<file path="config.mk">
export PLATFORM = sky130hd
export DESIGN_NAME = opsum_buffer
export DESIGN_NICKNAME = d
export VERILOG_FILES = /design/src/opsum_buffer.sv
export VERILOG_INCLUDE_DIRS = /design/src
export SDC_FILE = /design/constraint.sdc
export NUM_CORES = 2
export LEC_CHECK = 0
export ABC_AREA = 1
export BUFFER_PORTS_ARGS = -buffer_cell sky130_fd_sc_hd__buf_2
export CORE_AREA = 2 2 595 597
export DETAILED_ROUTE_END_ITERATION = 8
export DIE_AREA = 0 0 597 599
export GPL_TIMING_DRIVEN = 0
export SETUP_SLACK_MARGIN = 0.2
export SLEW_MARGIN = 10
export SYNTH_ARGS = -nofsm -noshare
export SYNTH_HDL_FRONTEND = slang
export SYNTH_SLANG_ARGS = --single-unit
</file>
<file path="constraint.sdc">
create_clock -name clk -period 1.65 [get_ports clk]
set_input_delay 0.165 -clock clk [delete_from_list [all_inputs] [get_ports clk]]
set_output_delay 0.165 -clock clk [all_outputs]
set_load 0.1 [all_outputs]
</file>
<file path="src/acc_defs.svh">
`ifndef ACC_DEFS_SVH
`define ACC_DEFS_SVH

// ---------------------------------------
// tile geometry
// ---------------------------------------
`define ROW_NUM   32    // pe rows per tile
`define DW_GROUPS 10    // three-row groups in dw mode, rows 0..29

// ---------------------------------------
// datapath widths
// ---------------------------------------
`define ACT_W     8     // activation and weight
`define PSUM_W    16    // partial sum, wraps on overflow

`endif

</file>
<file path="src/opsum_buffer.sv">
`timescale 1ns/1ps
`include "acc_defs.svh"

module opsum_buffer (
    input  logic                          clk,
    input  logic                          rst,
    input  logic                          prod_valid,
    input  logic                          prod_first,
    input  logic                          prod_last,
    input  logic                          clear_first,
    input  logic [3:0]                    out_shift,
    input  logic [`ROW_NUM*`PSUM_W-1:0]   sum_row,
    output logic [`ROW_NUM*`PSUM_W-1:0]   ipsum_row,
    output logic                          out_valid,
    output logic [`ROW_NUM*`PSUM_W-1:0]   opsum
);

    logic [`ROW_NUM*`PSUM_W-1:0] psum_q;  // running partial sums, all rows

    // ---------------------------------------
    // feedback to the reducer
    // ---------------------------------------
    // first beat of a cleared pass starts from zero
    assign ipsum_row = (prod_first && clear_first) ? '0 : psum_q;

    // ---------------------------------------
    // partial-sum registers
    // ---------------------------------------
    always_ff @(posedge clk) begin
        if (rst) begin
            psum_q <= '0;  // buffer starts empty
        end else if (prod_valid) begin
            psum_q <= sum_row;
        end
        // kept between passes, accumulates when clear is off
    end

    // ---------------------------------------
    // output stage
    // ---------------------------------------
    // captured from the last write itself, so the shift of this pass is used
    // even when the next command already changed out_shift
    always_ff @(posedge clk) begin
        if (prod_last) begin
            for (int k = 0; k < `ROW_NUM; k++) begin
                opsum[k*`PSUM_W +: `PSUM_W] <= $signed(sum_row[k*`PSUM_W +: `PSUM_W])
                                             >>> out_shift;  // sign fill
            end
        end
    end

    always_ff @(posedge clk) begin
        if (rst) begin
            out_valid <= 1'b0;
        end else begin
            out_valid <= prod_last;  // one cycle after the last product
        end
    end

    // passes are at least one beat plus a command apart
    a_single_strobe : assert property (
        @(posedge clk) disable iff (rst) out_valid |=> !out_valid
    );

endmodule

</file>
* Word-level counts from Yosys, hierarchy flattened
Cells that the tools add are included.
Storage, ports and cells: word-level logic and storage cells 37, output and inout port bits 1025, input bits 522, bits in registers 1025
Cells by class: reduce and logical (&&, ||, !) cells 1, shifts and indexed selects 32, multiplexer cells 1
Operators by type and width (count):
- $mux W512 | 1
- $sshr A16 B4 Y16 | 32
- $logic_and A1 B1 Y1 | 1

* Logic depth before layout (Yosys ltp)
depth after elaboration 2, mapped depth 11, depth with buffers taken out 8

* Worst setup path before layout
OpenSTA, ideal clock, no wires.
path type in2out, start input prod_first, end output ipsum_row[431], stages 5, path slack -0.453 ns, path buffers 2, required time 1.485 ns, data arrival time 1.938 ns, path through nand2_1 > inv_2 > clkbuf_1 > clkbuf_1 > nor2_1
On the way: cells in the longest elaborated chain, start to end 2
Ends and longest elaborated chain:
- start, declared | line opsum_buffer.sv:8 | input logic prod_first,
- $logic_and A1 B1 Y1 | line opsum_buffer.sv:24 | assign ipsum_row = (prod_first && clear_first) ? '0 : psum_q;
- $mux W512 | line opsum_buffer.sv:24
- end, declared | line opsum_buffer.sv:13 | output logic [`ROW_NUM*`PSUM_W-1:0] ipsum_row,
No other way between the ends.

* Worst setup path after layout
start register psum_q[419], end output ipsum_row[419]
On the way: cells in the longest elaborated chain, start to end 1
Ends and longest elaborated chain:
- start, declared | line opsum_buffer.sv:18 | logic [`ROW_NUM*`PSUM_W-1:0] psum_q;
- start signal, assigned | line opsum_buffer.sv:33 | psum_q <= sum_row;
- $mux W512 | line opsum_buffer.sv:24
No other way between the ends.

==> impl_metrics.yaml <==
floorplan:
  rows: 218
  core-area_um2: 351000
  ios: 1547
  die_w_um: 597
  die_h_um: 599
  initial_utilization: 0.165
  dieArea_um2: 358000
critical_path:
  end_kind: "primary output"
  slowest_stage: "dfxtp_2"
  crit_family: "flip-flops"
  cp-start-kind: "register"
  critPathArrivalTime_ps: 1720
  critPathRequiredTime_ps: 1480
  crit_path_max_incr_delay_ps: 320
  critPathMaxFanout: 2
  cp_num_buf_inv: 2
  regToRegSetupSlack_ps: 270
  crit_chain: "inv_2 -> nor2_4 -> buf_12"
  critPathKind: "register to primary output"
logic_synthesis:
  ys_ff_latch: 1025
  synth_top_area_share: 0.265
  syn_avg_cell_area_um2: 6.86
  syn_area_um2: 58000
  syn_inst: 8446
  yosysTopAreaCell: "edfxtp_1"
  synth-edff-count: 512
  syn_nets: 8968
  ys_types: 13
  synth_commonest_cells: "3,019 x nand2_1, 1,622 x nand3_1, 1,025 x nor2_1, 611 x inv_1, 513 x dfxtp_1"
  ys_warn_count: 0
  ys_seq_area_frac: 0.442
  synthMostInstantiatedCell: "nand2_1"
  synthArstFlopShare: 0
  synth_area_leaders: "edfxtp_1 27%, nand2_1 20%, dfxtp_1 18%"
  synth_top_flop_cell: "dfxtp_1"
clocking:
  cts_tree: "done"
  htreeDepth: 4
  cts.path.max_buffers: 4
  cts_hold_buf: 515
  clk_pin_slew_ps: 60
  insertion_delay_ps: 850
  cts_buffers: 137
  clock_sinks: 1025
  root_buffer: "clkbuf_16"
sta:
  finalClockSkew_ps: 0
  fmax_ghz: 0.530
  tightest_slew_ps: 1220
  drv_slew: 0
  relSlewSlack: 0.188
  rsz0062_at_grt: "yes"
  hold_viol: 48
  holdWs_ps: -233
  finalSetupViolCount: 597
  period_share: 1.14
  period_needed_ps: 1890
  finalWorstSetupSlack_ps: -235
drt:
  drc_errors: 20
  vias: 80100
  wl_per_cell_um: 38.5
  postRouteAntennaNets: 0
  dr.pass1.iters: 9
  routed_wl_mm: 610
  vias_per_cell: 5.06
  drt_iter0_markers: 11100
power:
  power.clock.fraction: 0.294
  switching_share: 0.451
  pwr-share-seq: 0.288
  internal-power_uw: 58700
  power_frac_comb: 0.417
  peakVddDrop_v: 0.000990
  cellLeakagePower_uw: 0.0443
  powerDensity_nw_per_um2: 1060
  power.switching_uw: 48200
grt:
  global_route.usage.met3: 0.107
  grt_pass1_wl_mm: 748
  use_met1: 0.389
  grt_use_met2: 0.490
  grt_pass1_vias: 72100
  overflow: 0
  antenna_found_initial: 303
  busiest_layer: "met2"
  grtUsageTotal: 0.322
  grt_start_max_net_pins: 110
place:
  gp_congestion: 1.04
  dpl_cell_area_um2: 72200
  dpl.hpwl_mm: 472
  placed_cells: 14600
  io_buffers: 1541
finish:
  stdcell_area_um2: 101000
  instances_no_fill: 15800
  area_growth_pct: 74.3
  multi_input_area_um2: 31000
  drive_gt1_frac: 0.367
  fin_nets: 11500
  fillers: 37100
  regArea_um2: 26300
  fin_util: 0.288
job:
  cap_violations: 0
worst_hold_path:
  hold_class: "input pin to register"
outcome:
  violations: "DRC, hold timing, setup timing"
  status: "complete, but fails checks"
==> cells by family (layout without fill, tap and decap cells) <==
logic type	count (synthesis)	in the layout	synth area share
AOI/OAI and AO/OA	512	512	0.0663
buffers and inverters	1243	3845	0.0894
DFF	1025	1025	0.442
other	0	160	0
and+or+nand+nor	5666	5666	0.402
==> layout by cell type (no fill, tap or decap), drive strengths merged <==
master         count
nand2           3019
buf             2174
nand3           1622
nor2            1025
inv              628
dlygate4sd3      515
dfxtp            513
a211oi           512
edfxtp           512
clkbuf           469
diode            160
clkinv            41
bufinv            12
clkinvlp           4
clkdlybuf4s15      1
clkdlybuf4s18      1
==> what timing repair did <==
| action | 4_1_cts | 5_1_grt |
|---|---|---|
| endpoints found under the setup margin | 2070 | 1911 |
| pin swaps | 394 | 147 |
| cloned | 0 | 2 |
| gates resized for setup | 3414 | 2746 |
| buffers inserted | 217 | 57 |
| hold endpoints to repair | 1017 | 48 |
==> metrics by stage <==
stage,setup TNS (ps),total power [µW],setup WS [ps]
finish,-38780,107000,-235
global route,-78230,109000,-271
CTS,-186860,103000,-284
detailed placement,-2007740,65800,-1960
global placement,-7108310,65900,-8780
floorplan,-220200,53700,-453
==> sequential cells by signal, summed over array words and instances (netlist names) <==
| signal | cells |
|---|---|
| out_valid | 1 |
| psum_q | 512 |
| opsum | 512 |
==> final cells by class <==
cell class	count	share of cell area
Sequential cell	1025	0.260
Multi-Input combinational cell	6178	0.307
Clock inverter	70	0.00744
Tap cell	4620	0.0572
Inverter	615	0.0235
Timing Repair Buffer	2358	0.263
Buffer	628	0.0414
Clock buffer	174	0.0367
Antenna cell	160	0.00396
==> power groups by stage <==
stage / clock [µW] / combinational (µW) / sequential [µW]
floorplan: 0 / 13500 / 40200
global placement: 0 / 35100 / 30700
detailed placement: 0 / 35300 / 30500
CTS: 31600 / 40800 / 30300
global route: 32600 / 45300 / 30900
finish: 31500 / 44600 / 30800
==> routing by layer <==
metal  vias up  part of all wire
met5         -            0.0017
met1     38200              0.38
met2      6906              0.42
li1      32900                 -
met4        98             0.083
met3      1995              0.11
==> worst paths after layout <==
path	start	to	cells after the start
max reg2reg	psum_q[124]	psum_q[124]	8
min reg2reg	psum_q[159]	psum_q[159]	2
min	prod_last	opsum[500]	1
max	psum_q[419]	ipsum_row[419]	3
(Power assumes the default switching activity.)
