--- config.mk ---
export PLATFORM = sky130hd
export DESIGN_NAME = psum_reducer
export DESIGN_NICKNAME = d
export VERILOG_FILES = /design/src/acc_pkg.sv /design/src/psum_reducer.sv
export VERILOG_INCLUDE_DIRS = /design/src
export SDC_FILE = /design/constraint.sdc
export NUM_CORES = 2
export LEC_CHECK = 0
export ABC_AREA = 1
export BUFFER_PORTS_ARGS = -buffer_cell sky130_fd_sc_hd__buf_2
export CORE_AREA = 2 2 593 595
export DETAILED_ROUTE_END_ITERATION = 10
export DIE_AREA = 0 0 595 597
export SKIP_LAST_GASP = 1
export SLEW_MARGIN = 20
export SYNTH_ARGS = -nofsm -noshare
export SYNTH_HDL_FRONTEND = slang
export SYNTH_SLANG_ARGS = --single-unit
export TNS_END_PERCENT = 5
--- constraint.sdc ---
create_clock -name vclk -period 6
set_input_delay 1.2 -clock vclk [all_inputs]
set_output_delay 1.2 -clock vclk [all_outputs]
set_load 0.05 [all_outputs]
--- src/acc_defs.svh ---
`ifndef ACC_DEFS_SVH
`define ACC_DEFS_SVH

// ---------------------------------------
// tile geometry
// ---------------------------------------
`define ROW_NUM   32    // pe rows per tile
`define DW_GROUPS 10    // three-row groups in dw mode, rows 0..29

// ---------------------------------------
// datapath widths
// ---------------------------------------
`define ACT_W     8     // activation and weight
`define PSUM_W    16    // partial sum, wraps on overflow

`endif

--- src/acc_pkg.sv ---
package acc_pkg;

    // ---------------------------------------
    // layer type, top two bits of the command
    // ---------------------------------------
    typedef enum logic [1:0] {
        LAYER_PW   = 2'd0,  // point-wise, per-row accumulate
        LAYER_DW   = 2'd1,  // depth-wise / conv, three rows into one
        LAYER_RSV2 = 2'd2,  // reserved, zero output
        LAYER_RSV3 = 2'd3   // reserved, zero output
    } layer_type_e;

    // pw reading of the command word
    typedef struct packed {
        layer_type_e layer_type;  // [15:14]
        logic        clear_first; // [13] start from zero
        logic [4:0]  rsvd;        // [12:8]
        logic [7:0]  beats;       // [7:0] beats in the pass
    } pw_cmd_t;

    // dw reading, shift field sits where pw has reserved bits
    typedef struct packed {
        layer_type_e layer_type;  // [15:14]
        logic        clear_first; // [13]
        logic [3:0]  out_shift;   // [12:9] arithmetic right shift on output
        logic        rsvd;        // [8]
        logic [7:0]  beats;       // [7:0]
    } dw_cmd_t;

    typedef union packed {
        pw_cmd_t pw;
        dw_cmd_t dw;
    } pass_cmd_u;

endpackage

--- src/psum_reducer.sv ---
`timescale 1ns/1ps
`include "acc_defs.svh"

module psum_reducer (
    input  logic [`ROW_NUM*`PSUM_W-1:0]  prod_row,
    input  logic [`ROW_NUM*`PSUM_W-1:0]  ipsum_row,
    input  acc_pkg::layer_type_e         layer_type,
    output logic [`ROW_NUM*`PSUM_W-1:0]  sum_row
);

    logic [`PSUM_W-1:0] prod_in  [`ROW_NUM];   // unpacked per row
    logic [`PSUM_W-1:0] ipsum_in [`ROW_NUM];
    logic [`PSUM_W-1:0] pw_sum   [`ROW_NUM];   // one row each
    logic [`PSUM_W-1:0] dw_sum   [`DW_GROUPS]; // three rows each

    // ---------------------------------------
    // pw adders
    // ---------------------------------------
    genvar k;
    generate
        for (k = 0; k < `ROW_NUM; k = k + 1) begin : g_pw
            assign prod_in[k]  = prod_row[k*`PSUM_W +: `PSUM_W];
            assign ipsum_in[k] = ipsum_row[k*`PSUM_W +: `PSUM_W];
            assign pw_sum[k]   = ipsum_in[k] + prod_in[k];  // wraps at 16 bits
        end
    endgenerate

    // ---------------------------------------
    // dw / conv three-row adders
    // ---------------------------------------
    genvar m;
    generate
        for (m = 0; m < `DW_GROUPS; m = m + 1) begin : g_dw
            // ipsum of the group head row is the running sum
            assign dw_sum[m] = ipsum_in[m*3] + prod_in[m*3]
                             + prod_in[m*3 + 1] + prod_in[m*3 + 2];
        end
    endgenerate

    // ---------------------------------------
    // output select by layer type
    // ---------------------------------------
    genvar n;
    generate
        for (n = 0; n < `ROW_NUM; n = n + 1) begin : g_out
            if ((n < 3*`DW_GROUPS) && ((n % 3) == 0)) begin : g_head
                // group head, pw or dw result
                assign sum_row[n*`PSUM_W +: `PSUM_W] =
                    (layer_type == acc_pkg::LAYER_PW) ? pw_sum[n] :
                    (layer_type == acc_pkg::LAYER_DW) ? dw_sum[n/3] : '0;
            end else begin : g_other
                // rows 3m+1, 3m+2 and the tail rows are zero outside pw
                assign sum_row[n*`PSUM_W +: `PSUM_W] =
                    (layer_type == acc_pkg::LAYER_PW) ? pw_sum[n] : '0;
            end
        end
    endgenerate

endmodule

* Yosys cells after proc, flatten, opt, wreduce, memory -nomap -nowiden
Index checks and enable logic that the tools add are counted.
** Operators by class
- Add/sub/neg operators :: 52
- Equality and inequality tests :: 1
- Muxes and demuxes :: 42
- Reduce and logical (&&, ||, !) cells :: 1
** Operator list (count)
- adder 16 bit :: 52
- 2-to-1 mux 16 bit :: 42
- equality test 2 x 1 -> 1 bit, second input constant :: 1
- zero test 2 bit :: 1
** Storage, ports and cells
- Register bits :: 0
- Input port bits :: 1026
- Output and inout bits :: 512
- Logic and storage cells :: 96

* Logic depth before layout (Yosys ltp)
- Depth after elaboration :: 5
- Gate-level depth with buffers :: 22
- Depth with buffers taken out :: 22

* Least setup slack after synthesis
Ideal clock, no wire load.
- Kind :: input to output
- Start point :: input port prod_row[144]
- End point :: output port sum_row[153]
- Data arrival time :: 4890 ps
- Slack :: -90 ps
- Cell stages on the path :: 15
- Path through :: ha_1 -> fa_1 -> nand2_1 -> a21oi_2 -> a31oi_1 -> inv_1 -> or2_1 -> and2_1 -> fa_1 -> ha_1 -> a21oi_1 -> o21ai_0 -> a21oi_1 -> xor2_1 -> o21ai_0
** On the way
- Word-level cells in the longest chain between the ends :: 5
** Ends and longest elaborated chain
- start, declared :: RTL line psum_reducer.sv:5 : input logic [`ROW_NUM*`PSUM_W-1:0] prod_row,
- adder 16 bit (*) :: RTL line psum_reducer.sv:24, psum_reducer.sv:35
- adder 16 bit (2 in series) :: RTL line psum_reducer.sv:36 : + prod_in[m*3 + 1] + prod_in[m*3 + 2];
- 2-to-1 mux 16 bit :: RTL line psum_reducer.sv:50 : (layer_type == acc_pkg::LAYER_DW) ? dw_sum[n/3] : '0;
- 2-to-1 mux 16 bit (*) :: RTL line psum_reducer.sv:49 : (layer_type == acc_pkg::LAYER_PW) ? pw_sum[n] :
- end, declared :: RTL line psum_reducer.sv:8 : output logic [`ROW_NUM*`PSUM_W-1:0] sum_row
Mark *: on every way between the ends. The rest lies on a longest branch, timed or not.

* Worst setup path in the final report
- Start point :: input port prod_row[338]
- End point :: output port sum_row[342]
Same word-level chain as after synthesis.

==> reports/results.txt <==
outcome: finished clean
Hold Vio Cnt, Final: 0
area leader, netlist: ha_1
Hold/Removal Path Class: input pin to output port
Leak: 27.72 nW
cell area after synthesis: 35,970 um2
I/O pin cnt: 1,538
first-pass GRT wire length: 426,300 um
crit path DAT: 4.79 ns
YS warnings: 0
largest net degree at the start of global routing: 71
row count: 217
DRT iter0 DRCs: 4,256
vias in the first global route: 46,910
startpoint types: input pin
Peak Freq: 166.8 MHz
Multi-input gate area: 34,000 um2
DP HPWL: 308,700 um
max_cap viols: 0
total gr overflow: 0
initial antenna violation count: 216
relative slew slack: 0.3489
via count: 50,710
WP data required: 4.80 ns
Post-Syn Nets: 7,681
commonest non-fill, non-tap cell in the layout: buf_2
post-route ant nets: 0
final wirelength: 334,700 um
Total GRT Usage: 0.1786
cells after synthesis: 5,843
Syn Area/Cell: 6.157 um2
worst slew pin tran: 0.9664 ns
Finished Layout Cells: 12,440
Crit Path Max Fanout: 5
Area growth syn-to-layout: 50.78%
Setup-failing EPs final: 0
FILL cells: 40,780
VDD IR max: 0.0001719 V
CLK BUF: 0
Final nets: 9,466
share of the synthesized area in the top cell type: 0.2156
routability cong.: 1.109
Seq Cell Count: 0
DRC errors left: 0
commonest cells after routing, fill and taps aside: buf_2 (1,450), nand2_1 (1,324), a21oi_1 (668)
Critical path origin: prod_row[338]
gr busiest metal: met2
FF/Latch Area: 0 um2
Core Region: 348,600 um2
IO buf count: 1,538
Die X: 595 um
synth unique cells: 44
met3 Usage GRT: 0.07850
Final min period: 5.994 ns
Worst Hold Path Cells: 5
RSZ-0062 raised after global routing: true
met2 Use GR: 0.2935
met1 usage: 0.1854
type of destination of the critical path: output port
First-pass DRT Iterations: 6
initial core utilization: 0.1032
min-delay src: ipsum_row[511]
Max Slew Vio Count: 0
power per cell area: 219.0 nW/um2
sequential share of the synthesized area: 0
setup TNS: 0 ns
Area contributors post-synth: ha_1 (22%), nand2_1 (14%), fa_1 (11%)
Via density: 4.077
layout cells sized above 1: 0.2827
die height: 597 um
die area: 355,200 um2
Post-CTS Hold Fix Bufs: 0
Tcrit/Tclk final: 0.9990
dpl cells: 12,220
Setup CP Type: input pin to output port
drt wl/cell: 26.91 um
[power by group]
| part | leakage, nW | total [mW] | internal [mW] | switching (mW) |
|---|---|---|---|---|
| Clock | 0.00133 | 0.00000416 | 0.00000416 | 0 |
| Sequential | 0 | 0 | 0 | 0 |
| Combinational | 27.7 | 11.9 | 4.27 | 7.61 |
[Yosys cell counts (all sizes together)]
cell type	count
nand2	1365
a21oi	735
inv	669
ha	620
nor2	568
o21ai	434
nand3	377
fa	192
xor2	126
a21o	106
xnor2	87
o21bai	86
nand4	53
nor3	53
a31oi	49
clkbuf	44
or2	38
and2	32
a21boi	31
buf	29
a211oi	22
a221oi	22
o41ai	22
a22o	20
nand3b	20
o31ai	20
o2111ai	10
a31o	5
a32o	5
o211ai	3
[metal layers]
layer | up-vias | share of wire | wire, um
met5 | - | 0.0027 | 904
met4 | 114 | 0.080 | 26790
met3 | 702 | 0.12 | 39360
met2 | 2598 | 0.45 | 151000
met1 | 23540 | 0.35 | 116700
li1 | 23750 | - | -
[worst max-delay path: stages]
cell	delay, ns
buf_2	0.10
ha_1	0.39
or2_0	0.26
and2_1	0.18
xor2_1	0.30
fa_1	0.48
ha_1	0.39
nand3_1	0.11
nand3_2	0.09
inv_1	0.05
nor2_1	0.12
nor2_2	0.08
xor2_1	0.14
o21ai_0	0.41
buf_4	0.19
buf_2	0.29
[cell families (layout without fill, tap and decap cells)]
| logic type | after synthesis | after routing | synth area share |
|---|---|---|---|
| compound gates | 1570 | 1570 | 0.2569 |
| fa+ha+maj | 812 | 812 | 0.3225 |
| other cells | 0 | 211 | 0 |
| simple gates | 2506 | 2506 | 0.2908 |
| buf+inv | 742 | 2525 | 0.07801 |
| xor+xnor | 213 | 213 | 0.05186 |
[stage by stage]
step                setup slack (ns)  hold slack, ns  power, mW  cell area (um2)  utilization
floorplan                   -0.07278           2.758      6.487            35970            -
global placement             -0.8341           2.930      11.36            52770       0.1514
detailed placement           -0.7596           2.936      11.38            52770       0.1514
CTS                         -0.06854           2.936      11.48            52880       0.1517
global route                 -0.1092           2.961      12.85            54040       0.1550
finish                      0.005858           2.936      11.88            54240       0.1556
[worst paths after layout]
| path | to |
|---|---|
| worst max-delay path | sum_row[342] |
| worst min-delay path | sum_row[511] |
[final cells by class]
type                            count  share of cell area
Inverter                          669             0.04655
Timing Repair Buffer             1856              0.2108
Tap cell                         4599              0.1061
Antenna cell                      211            0.009734
Multi-Input combinational cell   5101              0.6269
[what timing repair did]
item / in CTS / in global routing
gates resized for setup: 28 / 208
buffers inserted: 1 / 10
pin swaps: 8 / 49
setup endpoints to repair: 25 / 86
Note: power is estimated with default switching activity, not from simulation.
