**src/acc_defs.svh**
```systemverilog
`ifndef ACC_DEFS_SVH
`define ACC_DEFS_SVH

// ---------------------------------------
// tile geometry
// ---------------------------------------
`define ROW_NUM   32    // pe rows per tile
`define DW_GROUPS 10    // three-row groups in dw mode, rows 0..29

// ---------------------------------------
// datapath widths
// ---------------------------------------
`define ACT_W     8     // activation and weight
`define PSUM_W    16    // partial sum, wraps on overflow

`endif

```
**src/acc_pkg.sv**
```systemverilog
package acc_pkg;

    // ---------------------------------------
    // layer type, top two bits of the command
    // ---------------------------------------
    typedef enum logic [1:0] {
        LAYER_PW   = 2'd0,  // point-wise, per-row accumulate
        LAYER_DW   = 2'd1,  // depth-wise / conv, three rows into one
        LAYER_RSV2 = 2'd2,  // reserved, zero output
        LAYER_RSV3 = 2'd3   // reserved, zero output
    } layer_type_e;

    // pw reading of the command word
    typedef struct packed {
        layer_type_e layer_type;  // [15:14]
        logic        clear_first; // [13] start from zero
        logic [4:0]  rsvd;        // [12:8]
        logic [7:0]  beats;       // [7:0] beats in the pass
    } pw_cmd_t;

    // dw reading, shift field sits where pw has reserved bits
    typedef struct packed {
        layer_type_e layer_type;  // [15:14]
        logic        clear_first; // [13]
        logic [3:0]  out_shift;   // [12:9] arithmetic right shift on output
        logic        rsvd;        // [8]
        logic [7:0]  beats;       // [7:0]
    } dw_cmd_t;

    typedef union packed {
        pw_cmd_t pw;
        dw_cmd_t dw;
    } pass_cmd_u;

endpackage

```
**src/pass_decoder.sv**
```systemverilog
`timescale 1ns/1ps

module pass_decoder (
    input  logic                   clk,
    input  logic                   rst,
    input  logic                   cmd_valid,
    input  logic [15:0]            cmd_word,
    input  logic                   in_valid,
    output logic                   busy,
    output logic                   beat_fire,
    output acc_pkg::layer_type_e   layer_type,
    output logic                   clear_first,
    output logic [3:0]             out_shift,
    output logic                   first_beat,
    output logic                   last_beat
);

    acc_pkg::pass_cmd_u cmd;       // same word, pw and dw views
    logic [7:0]         beat_cnt;  // beats still to come
    logic               first_pend; // no beat taken yet this pass

    assign cmd = cmd_word;

    // ---------------------------------------
    // beat qualification
    // ---------------------------------------
    assign beat_fire  = in_valid & busy;  // strobes outside a pass are dropped
    assign first_beat = beat_fire & first_pend;
    assign last_beat  = beat_fire & (beat_cnt == 8'd1);

    // ---------------------------------------
    // command latch and beat counter
    // ---------------------------------------
    always_ff @(posedge clk) begin
        if (rst) begin
            busy        <= 1'b0;
            beat_cnt    <= 8'd0;
            first_pend  <= 1'b0;
            layer_type  <= acc_pkg::LAYER_PW;
            clear_first <= 1'b0;
            out_shift   <= 4'd0;
        end else if (cmd_valid && !busy) begin
            busy        <= 1'b1;  // busy from the next cycle
            beat_cnt    <= cmd.pw.beats;
            first_pend  <= 1'b1;
            layer_type  <= cmd.pw.layer_type;
            clear_first <= cmd.pw.clear_first;
            // shift field only means something in dw
            if (cmd.dw.layer_type == acc_pkg::LAYER_DW) begin
                out_shift <= cmd.dw.out_shift;
            end else begin
                out_shift <= 4'd0;
            end
        end else if (beat_fire) begin
            beat_cnt   <= beat_cnt - 8'd1;
            first_pend <= 1'b0;
            if (last_beat) begin
                busy <= 1'b0;  // next command may land right away
            end
        end
    end

    // type, flag and shift stay put until the next command,
    // the buffer still reads them a cycle after the last beat

    // a command on top of a running pass would be lost
    a_no_cmd_when_busy : assert property (
        @(posedge clk) disable iff (rst) cmd_valid |-> !busy
    );

    // zero beats would leave busy stuck high
    a_beats_nonzero : assert property (
        @(posedge clk) disable iff (rst) cmd_valid |-> (cmd.pw.beats != 8'd0)
    );

endmodule

```
**config.mk**
```make
export PLATFORM = sky130hd
export DESIGN_NAME = pass_decoder
export DESIGN_NICKNAME = d
export VERILOG_FILES = /design/src/acc_defs.svh /design/src/acc_pkg.sv /design/src/pass_decoder.sv
export SDC_FILE = /design/constraint.sdc
export NUM_CORES = 1
export LEC_CHECK = 0
export BUFFER_PORTS_ARGS = -buffer_cell sky130_fd_sc_hd__buf_2
export CAP_MARGIN = 40
export CORE_ASPECT_RATIO = 0.5
export CORE_MARGIN = 2
export CORE_UTILIZATION = 27
export DETAILED_ROUTE_END_ITERATION = 10
export PLACE_DENSITY = 0.58
export SETUP_SLACK_MARGIN = 0.15
export SYNTH_ARGS = -nofsm -noshare
export SYNTH_HDL_FRONTEND = slang
export SYNTH_SLANG_ARGS = --single-unit
export TNS_END_PERCENT = 50
```
**constraint.sdc**
```tcl
create_clock -name clk -period 2.2 [get_ports clk]
set_clock_uncertainty 0.1 [all_clocks]
set_input_delay 0.11 -clock clk [delete_from_list [all_inputs] [get_ports clk]]
set_output_delay 0.11 -clock clk [all_outputs]
set_load 0.02 [all_outputs]
```
* Word level (Yosys, flattened, before mapping)
Index checks and enable logic that the tools add are counted.
** Operators by class
- Add/subtract/negate cells :: 1
- Equality and inequality tests :: 2
- Muxes and demuxes :: 8
- Bitwise logic cells :: 3
- Reductions and logical operators :: 5
** Operators with widths (count)
- 8-bit 2-to-1 mux :: 2
- 8-bit by 1-bit == test with 1-bit output (second input constant) :: 1
- 8-bit by 1-bit subtractor with 8-bit output (second input constant) :: 1
- 1-bit 2-to-1 mux :: 5
- 4-bit 2-to-1 mux :: 1
- 2-bit nonzero test :: 2
- 1-bit bitwise AND :: 3
- 2-bit by 1-bit == test with 1-bit output (second input constant) :: 1
- 2-bit AND reduction :: 1
- 1-bit logical AND :: 1
- 1-bit logical NOT :: 1
** Word-level totals
- Flip-flop bits (word level) :: 17
- Bits of input ports :: 20
- Output and inout bits :: 11
- Word-level logic and storage cells :: 25

* Longest topological paths before layout
- Depth in word-level cells :: 5
- Gate-level depth with buffers :: 5
- Mapped depth without buffers :: 5

* Least setup slack after synthesis
Ideal clock, no wire load.
- Path type :: register to register
- Start :: register beat_cnt[2]
- End :: register busy
- Library setup time :: 0.160 ns
- Arrival :: 1.743 ns
- Required time :: 1.940 ns
- Path slack :: 0.197 ns
- Cell stages (with the launch flop) :: 4
- Buffers on the path :: 0
- Period minus slack after synthesis :: 2.003 ns
- Cell sequence :: dfxtp_1 > or4_4 > nor4_1 > nor3_1
** Between the ends
- Word-level cells in the longest chain between the ends :: 4
** RTL lines
- from (decl) :: line pass_decoder.sv:19 : logic [7:0] beat_cnt;
- from (signal assigned) :: line pass_decoder.sv:44 : beat_cnt <= cmd.pw.beats;
- from (signal assigned) :: line pass_decoder.sv:55 : beat_cnt <= beat_cnt - 8'd1;
- 8-bit by 1-bit == test with 1-bit output :: line pass_decoder.sv:29 : assign last_beat = beat_fire & (beat_cnt == 8'd1);
- 1-bit bitwise AND :: line pass_decoder.sv:29
- named net last_beat :: line pass_decoder.sv:15 : output logic last_beat
- 2-bit nonzero test (no line)
- 2-bit AND reduction (no line)
- to (signal assigned) :: line pass_decoder.sv:36 : busy <= 1'b0;
- to (signal assigned) :: line pass_decoder.sv:43 : busy <= 1'b1;
- to (signal assigned) :: line pass_decoder.sv:58 : busy <= 1'b0;
- to (decl) :: line pass_decoder.sv:9 : output logic busy,
The timed path passes the listed nets, and every way through them passes these cells.
A chain may end at the register's enable or synchronous reset.

* Worst setup path in the final report
- Start :: register beat_cnt[2]
- End :: output last_beat
** Between the ends
- Word-level cells in the longest chain between the ends :: 2
** RTL lines (line)
- 8-bit by 1-bit == test with 1-bit output :: pass_decoder.sv:29
- 1-bit bitwise AND :: pass_decoder.sv:29
- to (decl) :: pass_decoder.sv:15
No other way between the ends.

==> results_dict.tcl <==
set metrics [dict create \
    run_status "finished, final reports clean" \
    synth-async-reset-ratio_pct 0 \
    critical_path.max_stage_delay_ps 580 \
    critical_path_arrival_ps 1690 \
    drtPass1Iterations 4 \
    maxCapViolations 0 \
    reg2reg_to "beat_cnt[7]$_SDFFE_PP0P_" \
    crit_chain "or4_4, nor4_2, buf_2" \
    wl_per_cell_um 11.6 \
    cts_max_level 1 \
    post-dp-hpwl_um 1310 \
    yosysUniqueCellTypes 34 \
    p_leak_nw 0.453 \
    avgSynthCellArea_um2 8.88 \
    die_w_um 80.5 \
    syn_area_um2 791 \
    p_total_mw 0.708 \
    grt_pass1_vias 664 \
    fin_crit_sh_pct 86.2 \
    cts_buffers 3 \
    worst_pin_slew_ps 738 \
    start_util_pct 29.5 \
    cts_tree "yes" \
    overflow 0 \
    io_pins 31 \
    yosys.area.top_type_share_pct 43.0 \
    antenna_found_initial 0 \
    drv_slew 0 \
    finalCoreUtilization_pct 39.6 \
    die_area_um2 3400 \
    drive_gt1_share_pct 32.3 \
    synth_edf_count 0 \
    cts-root-buf "clkbuf_8" \
    grt_pass1_wl_um 2970 \
    ys_seq_area_share_pct 43.0 \
    ys_ff_latch 17 \
    wirelength_um 1870 \
    synth.largest_area_cell "dfxtp_1" \
    ctsLongestPathBuffers 2 \
    finalCriticalPeriod_ps 1900 \
    row_count 13 \
    clkTransAtPathRegs_ps 70 \
    worstHoldEndpoint "layer_type[1]$_SDFFE_PP0P_" \
    post-place-ws_ps 372 \
    vias_per_cell 4.70 \
    die_h_um 42.3 \
    hold_start "cmd_word[15]" \
    cp_max_fo 7 \
    cp_top_family "simple AND/OR/NAND/NOR gates" \
    core_area_um2 2680 \
    finalHoldViolations 0 \
    final_nets 147 \
    yosysMostFrequentCell "dfxtp_1" \
    hold-path-cell-count 3 \
    setup-tns-final_ps 0 \
    rsz0062_at_grt "false" \
    cp_data_required_time_ps 1990 \
    clock_latency_ps 250 \
    routed-via-count 756 \
    yosysWarnings 0 \
    setup_ws_ps 303 \
    worst-path-buf-inv 1 \
    gp_congestion 0.700 \
    ant_nets 0 \
    io_buffers 29 \
    synth.top_cells.by_count "dfxtp_1 (17), nor2_1 (11), nand2_1 (8)" \
    critical_path.slowest_cell "or4_4" \
    grt_max_degree 22 \
    fmax_ghz 0.527 \
    finalSetupViolations 0 \
    cp-start-kind "flop" \
    cts.sinks 17 \
    ir_worst_vdd_uv 270 \
    p_per_area_nw_per_um2 666 \
    slew-limit-headroom_pct 50.2 \
    reg2reg_depth 3 \
    synth.area.top_cells "dfxtp_1 (43%), nor2_1 (5.2%), a22oi_1 (4.7%), a311oi_1 (4.4%), a21oi_1 (3.8%)" \
    num_antenna_cells 0 \
    synthCells 89 \
    syn_to_final_growth_pct 34.5 \
    syn_nets 111 \
    drt_iter0_drc 22 \
    ys.flop_type "dfxtp_1" \
    hold_class "in2reg" \
    end_kind "output pin" \
    r2r_start "beat_cnt[2]$_SDFFE_PP0P_" \
    r2r_slack_ps 350 \
    grtUsageTotal_pct 11.4 \
    drc 0 \
    crit_type "reg2out" \
]
==> stage by stage <==
step | hold slack, ps | std cells | instance area (um^2)
5_1_grt | 2.01 | 161 | 1060
3_5_place_dp | 255 | 150 | 941
6_report | 7.43 | 161 | 1060
2_1_floorplan | 146 | 89 | 791
4_1_cts | 0.916 | 161 | 1060
3_3_place_gp | 244 | 150 | 941
==> logic make-up after synthesis <==
group | after synthesis | share of synthesized area, %
DFF | 17 | 43.0
buffers and inverters | 8 | 6.64
xor gates and xnor gates | 1 | 1.11
AOI/OAI and AO/OA | 24 | 20.4
and+or+nand+nor | 37 | 25.6
adders and majority gates | 2 | 3.16
==> layout by cell type (no fill, tap or decap), types with 2 or more instances in the layout <==
cell and count:
a21oi_1 6, a22oi_1 5, a311oi_1 4, buf_2 29
clkbuf_8 3, dfxtp_1 17, dlygate4sd3_1 7, ha_1 2
inv_1 3, nand2_1 8, nand3_1 3, nor2_1 11
o21ai_0 3, o31ai_1 2, or3_2 3
==> state kept, by name, indices dropped and copies added, names as in the netlist <==
name and count:
out_shift 4, beat_cnt 8, clear_first 1, layer_type 2, busy 1, first_pend 1
==> per-layer routing <==
layer	wire length [um]	share of wire [%]	track usage, %	vias up
met1	889	47	14.0	342
li1	-	-	-	394
met5	0	0	0	-
met3	111	5.9	4.09	0
met4	0	0	4.07	0
met2	872	47	18.5	20
==> power breakdown <==
group	internal (mW)	total, mW	switching, mW
logic	0.0584	0.121	0.0623
clock network	0.126	0.239	0.113
registers	0.329	0.349	0.0197
==> what timing repair did <==
item                       4_1_cts  5_1_grt
resized for setup                0        1
setup endpoints to repair        0        1
buffers inserted                 0        0
hold buffers                     7        0
hold endpoints to repair         7        0
==> worst max path at each step <==
| stage | from | to | slack, ps | cells after the start |
|---|---|---|---|---|
| after detailed placement | beat_cnt[2]$_SDFFE_PP0P_ | beat_cnt[7]$_SDFFE_PP0P_ | 370 | 3 |
| final | beat_cnt[2]$_SDFFE_PP0P_ | last_beat | 300 | 3 |
| after global placement | beat_cnt[2]$_SDFFE_PP0P_ | beat_cnt[7]$_SDFFE_PP0P_ | 400 | 3 |
| after floorplan | beat_cnt[2]$_SDFFE_PP0P_ | busy$_SDFFE_PP0P_ | 200 | 3 |
| after global routing | beat_cnt[2]$_SDFFE_PP0P_ | last_beat | 210 | 3 |
| after CTS | beat_cnt[2]$_SDFFE_PP0P_ | last_beat | 220 | 3 |
==> tightest hold or removal path: stages <==
cell     delay, ps
buf_2          110
nand2_1         50
a21oi_1         50
==> layout make-up <==
class | instances | area, um^2
clock buffers | 3 | 41.3
clock inverters | 1 | 5.00
fillers | 299 | 1620
inverters | 3 | 11.3
multi-input cells | 64 | 404
flip-flops and latches | 17 | 340
well taps | 37 | 46.3
repair buffers | 36 | 215
No activity file was read; power rests on OpenSTA's default activity.
